<file path="src/logic/dmem_params.svh">
/*
 * sizing macros for the block data memory subsystem
 * word and block widths, block address width, memory depth,
 * memory delay counter width and request queue depth
 */

`ifndef DMEM_PARAMS_SVH
`define DMEM_PARAMS_SVH

// one data word
`define DWORD_SIZE_BITS 32

// a block is a group of words moved as one unit
`define DBLOCK_SIZE_WORDS 4
`define DBLOCK_SIZE_BITS 128

// block address, counted in blocks and not in bytes
`define DMEM_BLOCK_ADDR_SIZE 4
`define DMEM_SIZE_BLOCKS 16

// latency of the slow memory is 2**width cycles
`define DMEM_DELAY_CNTR_SIZE 2

// entries in the request queue between assembler and sequencer
`define REQ_FIFO_DEPTH 4

`endif

</file>
<file path="src/logic/req_pkg.sv">
/*
 * request types shared along the request path
 * mem_op_t tells a block read from a block write
 */

`default_nettype none

package req_pkg;

	// opcode carried with every queued request
	// one bit is enough, there are only two kinds
	typedef enum logic
	{
		OP_READ  = 1'b0,
		OP_WRITE = 1'b1
	} mem_op_t;

endpackage

`default_nettype wire

</file>
<file path="src/logic/ctrl_pkg.sv">
/*
 * state types of the control FSMs
 * asm_state_t for the block assembler
 * seq_state_t for the memory sequencer
 */

`default_nettype none

package ctrl_pkg;

	// assembler is either waiting for a first word or filling a block
	typedef enum logic
	{
		ASM_IDLE = 1'b0,
		ASM_FILL = 1'b1
	} asm_state_t;

	// sequencer holds one memory level at a time, then rests a cycle
	typedef enum logic [1:0]
	{
		SEQ_IDLE  = 2'd0,
		SEQ_READ  = 2'd1,
		SEQ_WRITE = 2'd2,
		SEQ_GAP   = 2'd3
	} seq_state_t;

endpackage

`default_nettype wire

</file>
<file path="src/logic/block_assembler.sv">
/*
 * block assembler, producer side of the request path
 * packs a burst of write words into one block request
 * turns a read strobe into a block read request
 */

`timescale 1ns/1ns
`default_nettype none

`include "dmem_params.svh"

module block_assembler
	import req_pkg::*;
	import ctrl_pkg::*;
(
	input  logic                              clock,
	input  logic                              reset,
	input  logic                              wr_strobe,
	input  logic                              rd_strobe,
	input  logic [`DWORD_SIZE_BITS-1:0]       word_data,
	input  logic [`DMEM_BLOCK_ADDR_SIZE-1:0]  block_address,
	output logic                              push,
	output mem_op_t                           push_op,
	output logic [`DMEM_BLOCK_ADDR_SIZE-1:0]  push_address,
	output logic [`DBLOCK_SIZE_BITS-1:0]      push_block
);

	localparam int WCNT_BITS = $clog2(`DBLOCK_SIZE_WORDS);
	localparam logic [WCNT_BITS-1:0] LAST_WORD = WCNT_BITS'(`DBLOCK_SIZE_WORDS - 1);

	asm_state_t state;
	// index of the next word slot in the block
	logic [WCNT_BITS-1:0] word_cnt;
	// block address taken from the first word of a burst
	logic [`DMEM_BLOCK_ADDR_SIZE-1:0] fill_address;

	// control part, push is a one-cycle pulse
	always_ff @(posedge clock or negedge reset)
	begin
		if (!reset)
		begin
			state <= ASM_IDLE;
			word_cnt <= '0;
			push <= 1'b0;
		end
		else
		begin
			push <= 1'b0;
			if (wr_strobe)
			begin
				if (word_cnt == LAST_WORD)
				begin
					// block complete, hand it to the queue
					state <= ASM_IDLE;
					word_cnt <= '0;
					push <= 1'b1;
				end
				else
				begin
					state <= ASM_FILL;
					word_cnt <= word_cnt + 1'b1;
				end
			end
			// a read goes out at once, even in the middle of a fill
			if (rd_strobe)
				push <= 1'b1;
		end
	end

	// payload part, the block register fills in place
	always_ff @(posedge clock)
	begin
		if (wr_strobe)
		begin
			// first word lands in the lowest slot
			push_block[word_cnt*`DWORD_SIZE_BITS +: `DWORD_SIZE_BITS] <= word_data;
			if (state == ASM_IDLE)
				fill_address <= block_address;
		end
		if (rd_strobe)
		begin
			push_op <= OP_READ;
			push_address <= block_address;
		end
		else if (wr_strobe && word_cnt == LAST_WORD)
		begin
			push_op <= OP_WRITE;
			push_address <= fill_address;
		end
	end

endmodule

`default_nettype wire

</file>
<file path="src/logic/request_fifo.sv">
/*
 * request queue between assembler and sequencer
 * circular buffer with show-ahead head outputs,
 * occupancy count, empty and full flags
 */

`timescale 1ns/1ns
`default_nettype none

`include "dmem_params.svh"

module request_fifo
	import req_pkg::*;
(
	input  logic                              clock,
	input  logic                              reset,
	input  logic                              push,
	input  mem_op_t                           push_op,
	input  logic [`DMEM_BLOCK_ADDR_SIZE-1:0]  push_address,
	input  logic [`DBLOCK_SIZE_BITS-1:0]      push_block,
	input  logic                              pop,
	output mem_op_t                           head_op,
	output logic [`DMEM_BLOCK_ADDR_SIZE-1:0]  head_address,
	output logic [`DBLOCK_SIZE_BITS-1:0]      head_block,
	output logic                              empty,
	output logic                              fifo_full
);

	localparam int PTR_BITS = $clog2(`REQ_FIFO_DEPTH);
	localparam int CNT_BITS = $clog2(`REQ_FIFO_DEPTH + 1);

	// entry storage, one array per field
	mem_op_t op_mem [0:`REQ_FIFO_DEPTH-1];
	logic [`DMEM_BLOCK_ADDR_SIZE-1:0] addr_mem [0:`REQ_FIFO_DEPTH-1];
	logic [`DBLOCK_SIZE_BITS-1:0] block_mem [0:`REQ_FIFO_DEPTH-1];

	logic [PTR_BITS-1:0] wr_ptr;
	logic [PTR_BITS-1:0] rd_ptr;
	logic [CNT_BITS-1:0] count;
	logic do_push;
	logic do_pop;

	// wrap at the last entry, depth need not be a power of two
	function automatic logic [PTR_BITS-1:0] next_ptr(input logic [PTR_BITS-1:0] p);
		if (p == PTR_BITS'(`REQ_FIFO_DEPTH - 1))
			return '0;
		else
			return p + 1'b1;
	endfunction

	// a push into a full queue is dropped
	assign do_push = push && !fifo_full;
	assign do_pop = pop && !empty;

	assign empty = (count == '0);
	assign fifo_full = (count == CNT_BITS'(`REQ_FIFO_DEPTH));

	// show-ahead, head is the oldest entry
	assign head_op = op_mem[rd_ptr];
	assign head_address = addr_mem[rd_ptr];
	assign head_block = block_mem[rd_ptr];

	always_ff @(posedge clock or negedge reset)
	begin
		if (!reset)
		begin
			wr_ptr <= '0;
			rd_ptr <= '0;
			count <= '0;
		end
		else
		begin
			if (do_push)
				wr_ptr <= next_ptr(wr_ptr);
			if (do_pop)
				rd_ptr <= next_ptr(rd_ptr);
			// push and pop together leave the count alone
			case ({do_push, do_pop})
				2'b10: count <= count + 1'b1;
				2'b01: count <= count - 1'b1;
				default: count <= count;
			endcase
		end
	end

	always_ff @(posedge clock)
	begin
		if (do_push)
		begin
			op_mem[wr_ptr] <= push_op;
			addr_mem[wr_ptr] <= push_address;
			block_mem[wr_ptr] <= push_block;
		end
	end

endmodule

`default_nettype wire

</file>
<file path="src/logic/mem_sequencer.sv">
/*
 * memory sequencer, consumer side of the request queue
 * pops one request, holds ren or wen with address and data
 * until the memory answers, then rests one cycle
 */

`timescale 1ns/1ns
`default_nettype none

`include "dmem_params.svh"

module mem_sequencer
	import req_pkg::*;
	import ctrl_pkg::*;
(
	input  logic                              clock,
	input  logic                              reset,
	input  logic                              empty,
	input  mem_op_t                           head_op,
	input  logic [`DMEM_BLOCK_ADDR_SIZE-1:0]  head_address,
	input  logic [`DBLOCK_SIZE_BITS-1:0]      head_block,
	input  logic                              ready,
	input  logic                              done,
	output logic                              pop,
	output logic                              ren,
	output logic                              wen,
	output logic [`DMEM_BLOCK_ADDR_SIZE-1:0]  address,
	output logic [`DBLOCK_SIZE_BITS-1:0]      din
);

	seq_state_t state;

	// take the head while idle, the queue advances on the same edge
	assign pop = (state == SEQ_IDLE) && !empty;

	// levels follow the state
	// the answer cycle drops them so ready and done last one cycle
	assign ren = (state == SEQ_READ) && !ready;
	assign wen = (state == SEQ_WRITE) && !done;

	always_ff @(posedge clock or negedge reset)
	begin
		if (!reset)
		begin
			state <= SEQ_IDLE;
		end
		else
		begin
			case (state)
				SEQ_IDLE:
				begin
					if (!empty)
					begin
						if (head_op == OP_READ)
							state <= SEQ_READ;
						else
							state <= SEQ_WRITE;
					end
				end
				SEQ_READ:
				begin
					if (ready)
						state <= SEQ_GAP;
				end
				SEQ_WRITE:
				begin
					if (done)
						state <= SEQ_GAP;
				end
				// one quiet cycle lets the memory clear its delay counter
				SEQ_GAP:
				begin
					state <= SEQ_IDLE;
				end
				default:
				begin
					state <= SEQ_IDLE;
				end
			endcase
		end
	end

	// request fields held steady for the whole access
	always_ff @(posedge clock)
	begin
		if (pop)
		begin
			address <= head_address;
			din <= head_block;
		end
	end

endmodule

`default_nettype wire

</file>
<file path="src/logic/data_memory.sv">
/*
 * slow block data memory
 * word array organised as blocks, saturating delay counter,
 * write buffer captured at the start of a write,
 * registered ready, done and read data
 */

`timescale 1ns/1ns
`default_nettype none

`include "dmem_params.svh"

module data_memory
(
	input  logic                              clock,
	input  logic                              reset,
	input  logic                              ren,
	input  logic                              wen,
	input  logic [`DMEM_BLOCK_ADDR_SIZE-1:0]  address,
	input  logic [`DBLOCK_SIZE_BITS-1:0]      din,
	output logic                              ready,
	output logic                              done,
	output logic [`DBLOCK_SIZE_BITS-1:0]      dout
);

	// storage, block by block, word 0 is the lowest word of a block
	logic [`DWORD_SIZE_BITS-1:0] mem [0:`DMEM_SIZE_BLOCKS-1][0:`DBLOCK_SIZE_WORDS-1];

	logic [`DMEM_DELAY_CNTR_SIZE-1:0] delay_cnt;
	logic delayed;
	logic cnt_clear;
	logic ready_next;
	logic done_next;
	// set once the write data has been taken
	logic captured;
	logic [`DBLOCK_SIZE_BITS-1:0] write_buf;

	// counter only runs while exactly one level is up
	assign cnt_clear = ~(ren ^ wen);
	assign delayed = &delay_cnt;

	assign ready_next = delayed && ren && !wen;
	assign done_next = delayed && wen && !ren;

	// counter saturates, ready and done then stay up with the level
	always_ff @(posedge clock or negedge reset)
	begin
		if (!reset)
		begin
			delay_cnt <= '0;
			ready <= 1'b0;
			done <= 1'b0;
			captured <= 1'b0;
		end
		else
		begin
			if (cnt_clear)
				delay_cnt <= '0;
			else if (!delayed)
				delay_cnt <= delay_cnt + 1'b1;
			ready <= ready_next;
			done <= done_next;
			if (!wen || ren)
				captured <= 1'b0;
			else
				captured <= 1'b1;
		end
	end

	// write data taken on the first cycle of the level
	always_ff @(posedge clock)
	begin
		if (wen && !ren && !captured)
			write_buf <= din;
	end

	// block lands in the array when the delay runs out
	// a read registers its data together with ready
	always_ff @(posedge clock)
	begin
		if (done_next)
		begin
			for (int i = 0; i < `DBLOCK_SIZE_WORDS; i++)
				mem[address][i] <= write_buf[i*`DWORD_SIZE_BITS +: `DWORD_SIZE_BITS];
		end
		if (ready_next)
		begin
			for (int i = 0; i < `DBLOCK_SIZE_WORDS; i++)
				dout[i*`DWORD_SIZE_BITS +: `DWORD_SIZE_BITS] <= mem[address][i];
		end
	end

endmodule

`default_nettype wire

</file>
<file path="src/logic/dmem_subsystem.sv">
/*
 * top level of the block data memory subsystem
 * assembler feeds the request queue, the sequencer drains it
 * into the slow data memory
 */

`timescale 1ns/1ns
`default_nettype none

`include "dmem_params.svh"

module dmem_subsystem
	import req_pkg::*;
(
	input  logic                              clock,
	input  logic                              reset,
	input  logic                              wr_strobe,
	input  logic                              rd_strobe,
	input  logic [`DWORD_SIZE_BITS-1:0]       word_data,
	input  logic [`DMEM_BLOCK_ADDR_SIZE-1:0]  block_address,
	output logic                              fifo_full,
	output logic                              rsp_valid,
	output logic [`DBLOCK_SIZE_BITS-1:0]      rsp_data,
	output logic                              wr_done
);

	// assembler to queue
	logic push;
	mem_op_t push_op;
	logic [`DMEM_BLOCK_ADDR_SIZE-1:0] push_address;
	logic [`DBLOCK_SIZE_BITS-1:0] push_block;

	// queue head to sequencer
	logic pop;
	logic empty;
	mem_op_t head_op;
	logic [`DMEM_BLOCK_ADDR_SIZE-1:0] head_address;
	logic [`DBLOCK_SIZE_BITS-1:0] head_block;

	// sequencer to memory
	logic ren;
	logic wen;
	logic [`DMEM_BLOCK_ADDR_SIZE-1:0] mem_address;
	logic [`DBLOCK_SIZE_BITS-1:0] mem_din;

	block_assembler i_block_assembler (.clock(clock), .reset(reset),
		.wr_strobe(wr_strobe), .rd_strobe(rd_strobe),
		.word_data(word_data), .block_address(block_address),
		.push(push), .push_op(push_op),
		.push_address(push_address), .push_block(push_block));

	request_fifo i_request_fifo (.clock(clock), .reset(reset),
		.push(push), .push_op(push_op),
		.push_address(push_address), .push_block(push_block), .pop(pop),
		.head_op(head_op), .head_address(head_address), .head_block(head_block),
		.empty(empty), .fifo_full(fifo_full));

	// memory ready and done double as the response strobes
	mem_sequencer i_mem_sequencer (.clock(clock), .reset(reset),
		.empty(empty), .head_op(head_op),
		.head_address(head_address), .head_block(head_block),
		.ready(rsp_valid), .done(wr_done), .pop(pop), .ren(ren), .wen(wen),
		.address(mem_address), .din(mem_din));

	data_memory i_data_memory (.clock(clock), .reset(reset),
		.ren(ren), .wen(wen), .address(mem_address), .din(mem_din),
		.ready(rsp_valid), .done(wr_done), .dout(rsp_data));

endmodule

`default_nettype wire

</file>
<file path="config.mk">
export PLATFORM = sky130hd
export DESIGN_NAME = dmem_subsystem
export DESIGN_NICKNAME = d
export VERILOG_FILES = /design/src/logic/req_pkg.sv /design/src/logic/ctrl_pkg.sv /design/src/logic/block_assembler.sv /design/src/logic/request_fifo.sv /design/src/logic/mem_sequencer.sv /design/src/logic/data_memory.sv /design/src/logic/dmem_subsystem.sv
export VERILOG_INCLUDE_DIRS = /design/src /design/src/logic
export SDC_FILE = /design/constraint.sdc
export NUM_CORES = 2
export LEC_CHECK = 0
export BUFFER_PORTS_ARGS = -buffer_cell sky130_fd_sc_hd__buf_2
export CAP_MARGIN = 20
export CELL_PAD_IN_SITES_DETAIL_PLACEMENT = 0
export CELL_PAD_IN_SITES_GLOBAL_PLACEMENT = 1
export CORE_ASPECT_RATIO = 0.75
export CORE_MARGIN = 2
export CORE_UTILIZATION = 60
export CTS_CLUSTER_SIZE = 28
export DETAILED_ROUTE_END_ITERATION = 8
export PLACE_DENSITY_LB_ADDON = 0.1
export RECOVER_POWER = 50
export SETUP_SLACK_MARGIN = 0.05
export SLEW_MARGIN = 10
export SYNTH_ARGS = -nofsm -noshare
export SYNTH_HDL_FRONTEND = slang
export SYNTH_SLANG_ARGS = --single-unit
</file>
<file path="constraint.sdc">
create_clock -name clock -period 21.8 [get_ports clock]
set_clock_uncertainty 0.05 [all_clocks]
set_input_delay 2.18 -clock clock [delete_from_list [all_inputs] [get_ports clock]]
set_output_delay 2.18 -clock clock [all_outputs]
set_load 0.005 [all_outputs]
</file>
==> flow_summary.ini <==
[status]
outcome = finished with violations
violations = max-capacitance violations, max-slew violations

[worst_setup_path]
cp_slowest_cell = clkbuf_1
required_ps = 22560
cp_max_fo = 135
crit_type = reg2reg
r2r_cells = 10
critPathLaunchType = flip-flop
crit_arrival_ps = 9820
crit_path_max_incr_delay_ps = 6150
crit_chain = inv_1, ha_1, nor2b_1, clkbuf_1, ha_1, inv_1, fa_1, xor2_1, nor2_1, xor2_1
rr_startpoint = i_mem_sequencer.state[1]$_DFFE_PN0P_
rr_endpoint = i_request_fifo.count[2]$_DFFE_PN0P_
r2r_slack_ps = 12740
endpoint_kind = flip-flop

[routing]
first_pass_iters = 6
drt-total-wl_um = 244200
dr_wl_met3_um = 22420
drc = 0
vias_per_cell = 6.463
vias = 49920
route.layer.met1.wl_um = 103900
wl_met2_um = 112800
drt_iter0_markers = 5996
top_layer = met4
routedWlPerCell_um = 31.61
ant_nets = 0

[global_route]
overflow = 0
antenna_found_initial = 37
grt_max_degree = 136
grt_first_pass_wirelength_um = 352100
grt_pass1_vias = 49920
track_usage_pct = 25.59

[timing]
finalHoldViolCount = 0
rsz0062_at_grt = false
fmax_mhz = 110.4
fin_crit_sh_pct = 41.56
worst_pin_slew_ps = 9610
tns_ps = 0
max-slew-margin-rel_pct = -540.7
setup_violations = 0
min_period_ps = 9061
slew_viol_final = 541

[die]
core_um2 = 188200
io_pins = 171
rows = 138
die_w_um = 506.1
dieArea_um2 = 192600
start_util_pct = 60.27
die_h_um = 380.5

[power]
switchingPower_w = 0.004077
internal_power_w = 0.01164
swShare_pct = 25.94
peakVddDrop_mv = 0.1814
leakagePower_nw = 39.83
pwr-share-seq_pct = 52.3
pwr-share-clk_pct = 30.9
pwr_density_cell_nw_per_um2 = 124.4
p_comb_share_pct = 16.9

[min_path]
hold_path.startpoint = i_mem_sequencer.din[34]$_DFFE_PP_
hold_end = i_data_memory.write_buf[34]$_DFFE_PP_
hold_depth = 0
min_path_type = reg2reg

[final_layout]
nets = 5041
fin_area_um2 = 126300
drive_gt1_share_pct = 25.23
area_growth_syn_to_layout_pct = 11.35
utilization_pct = 67.11

[yosys]
synthTopCellsByArea = edfxtp_1 (82%), mux4_2 (13%), a22oi_1 (1.7%)
syn-num-nets = 4672
ys_seq_area_share_pct = 82.59
synth_cells = 4613
yosys_register_bits = 3123
synthXorXnorAreaFrac_pct = 0.03089
ys_types = 34
synth_fa_ha_area_share_pct = 0.2162
synthMuxAreaShare_pct = 12.93
async_flop_share_pct = 0.5764
yosysTopAreaCell = edfxtp_1
yosys_most_used_dff = edfxtp_1
synth_top_family_by_area = multiplexers
synthSimpleGateAreaFrac_pct = 1.411
yosysWarnings = 0
synth-compound-area-share_pct = 1.732
avgSynthCellArea_um2 = 24.59
synth_top_area_share_pct = 82.17
synthesis.area_um2 = 113400
synth_edf_count = 3104

[place]
finalWeightedCongestion = 0.7454
place_area_um2 = 117400
dp_hpwl_um = 125000
numPortBuffers = 170

[job]
drv_cap = 12

[cts]
numCtsBuffers = 303
cts_setup_buffers = 0
clk_pin_slew_ps = 70
cts_tree = built
holdBufCountCts = 0
cts_root_buffer = clkbuf_16
ctsResizeCount = 0
ctsHtreeMaxLevel = 5
clock_latency_ps = 910
clockBufferDepth = 4
clock-sinks = 3123
-- Yosys cell counts, drive strengths merged, types with 2 or more instances --
library cell and instances:
clkbuf 102, nor2 9, nor3 14, a22oi 256, nor4 4, edfxtp 3104
xor2 3, nand2b 2, dfrtp 18, o21ai 3, nor2b 7, mux2i 4
inv 14, ha 18, buf 116, nand2 133, and2 137, mux4 645
mux2 9, a21oi 2, nor3b 5
-- cell usage in the layout, fill, tap and decap left out, types with 7 or more instances in the layout --
cell type,n
dfrtp_1,17
diode_2,15
clkbuf_1,95
nor3_2,12
mux4_2,645
buf_2,162
clkinv_2,40
mux2_1,7
edfxtp_1,3104
ha_1,18
nand2_1,133
nor2_1,8
and2_1,51
buf_12,7
buf_4,94
and2_0,81
a22oi_1,256
inv_1,13
bufinv_16,13
clkinv_1,63
clkbuf_16,313
-- power groups by stage --
stage | combinational [W] | clock [W] | sequential (W)
final | 0.00265 | 0.00485 | 0.00821
after global routing | 0.00285 | 0.00516 | 0.00829
after CTS | 0.00269 | 0.00493 | 0.00819
after detailed placement | 0.00268 | 0 | 0.00831
after global placement | 0.00266 | 0 | 0.00827
after floorplan | 0.00200 | 0 | 0.00810
-- worst max-delay path by stage --
stage / start / endpoint / slack, ps
finish: i_mem_sequencer.state[1]$_DFFE_PN0P_ / i_request_fifo.count[2]$_DFFE_PN0P_ / 12740
global route: i_mem_sequencer.state[1]$_DFFE_PN0P_ / i_request_fifo.count[2]$_DFFE_PN0P_ / 11680
CTS: i_mem_sequencer.address[0]$_DFFE_PP_ / i_data_memory.dout[85]$_DFFE_PP_ / 15380
detailed placement: i_mem_sequencer.address[0]$_DFFE_PP_ / i_data_memory.dout[85]$_DFFE_PP_ / 15390
global placement: i_mem_sequencer.address[0]$_DFFE_PP_ / i_data_memory.dout[95]$_DFFE_PP_ / 15450
floorplan: i_mem_sequencer.state[0]$_DFFE_PN0P_ / i_data_memory.mem[0][0]$_DFFE_PP_ / 7510
-- through the flow --
stage / instances / power (W) / setup slack (ps) / hold slack (ps)
after detailed placement: 7196 / 0.01099 / 15390 / 354.5
after global placement: 7196 / 0.01093 / 15450 / 352.0
after floorplan: 4613 / 0.01010 / 7509 / 350.3
final: 7724 / 0.01571 / 12740 / 369.4
after global routing: 7714 / 0.01631 / 11680 / 379.5
after CTS: 7708 / 0.01581 / 15380 / 368.6
-- state kept, by name (all words and copies together), names as in the netlist --
signal	flops
i_data_memory.mem	2048
i_request_fifo.block_mem	512
i_block_assembler.push_block	128
i_data_memory.dout	128
i_data_memory.write_buf	128
i_mem_sequencer.din	128
i_request_fifo.addr_mem	16
i_block_assembler.fill_address	4
i_block_assembler.push_address	4
i_mem_sequencer.address	4
i_request_fifo.op_mem	4
i_request_fifo.count	3
i_block_assembler.word_cnt	2
i_data_memory.delay_cnt	2
i_mem_sequencer.state	2
i_request_fifo.rd_ptr	2
i_request_fifo.wr_ptr	2
i_block_assembler.push	1
i_block_assembler.push_op	1
i_block_assembler.state	1
i_data_memory.captured	1
i_data_memory.done	1
i_data_memory.ready	1
-- logic make-up (layout without fill, tap and decap cells) --
group / count (synthesis) / count (layout)
AND/OR/NAND/NOR: 314 / 314
AO/OA/AOI/OAI: 263 / 263
adder cells (fa/ha/maj): 19 / 19
other: 0 / 15
multiplexers: 658 / 658
flip-flops: 3123 / 3123
buffers and inverters: 232 / 808
XOR/XNOR: 4 / 4
-- metal layers --
metal / track usage [%] / vias up
met2: 37.44 / 2344
met1: 40.95 / 26870
li1: - / 20330
met3: 4.746 / 374
met5: 0 / -
met4: 6.070 / 0
-- area by class of cell --
class | instances | area (um^2)
Antenna cell | 15 | 37.54
Clock buffer | 390 | 8122
Clock inverter | 122 | 873.3
Fill cell | 11800 | 61900
Inverter | 14 | 52.55
Multi-Input combinational cell | 1258 | 18630
Sequential cell | 3123 | 93680
Tap cell | 2520 | 3153
Timing Repair Buffer | 282 | 1752
-- critical path, delay by kind of cell (launching register included) --
kind | cells | cell delay [ps]
buf+inv | 3 | 6370
fa+ha+maj | 3 | 1590
flops | 1 | 380
xor+xnor | 2 | 310
simple gates | 2 | 250
(Power assumes the default switching activity.)
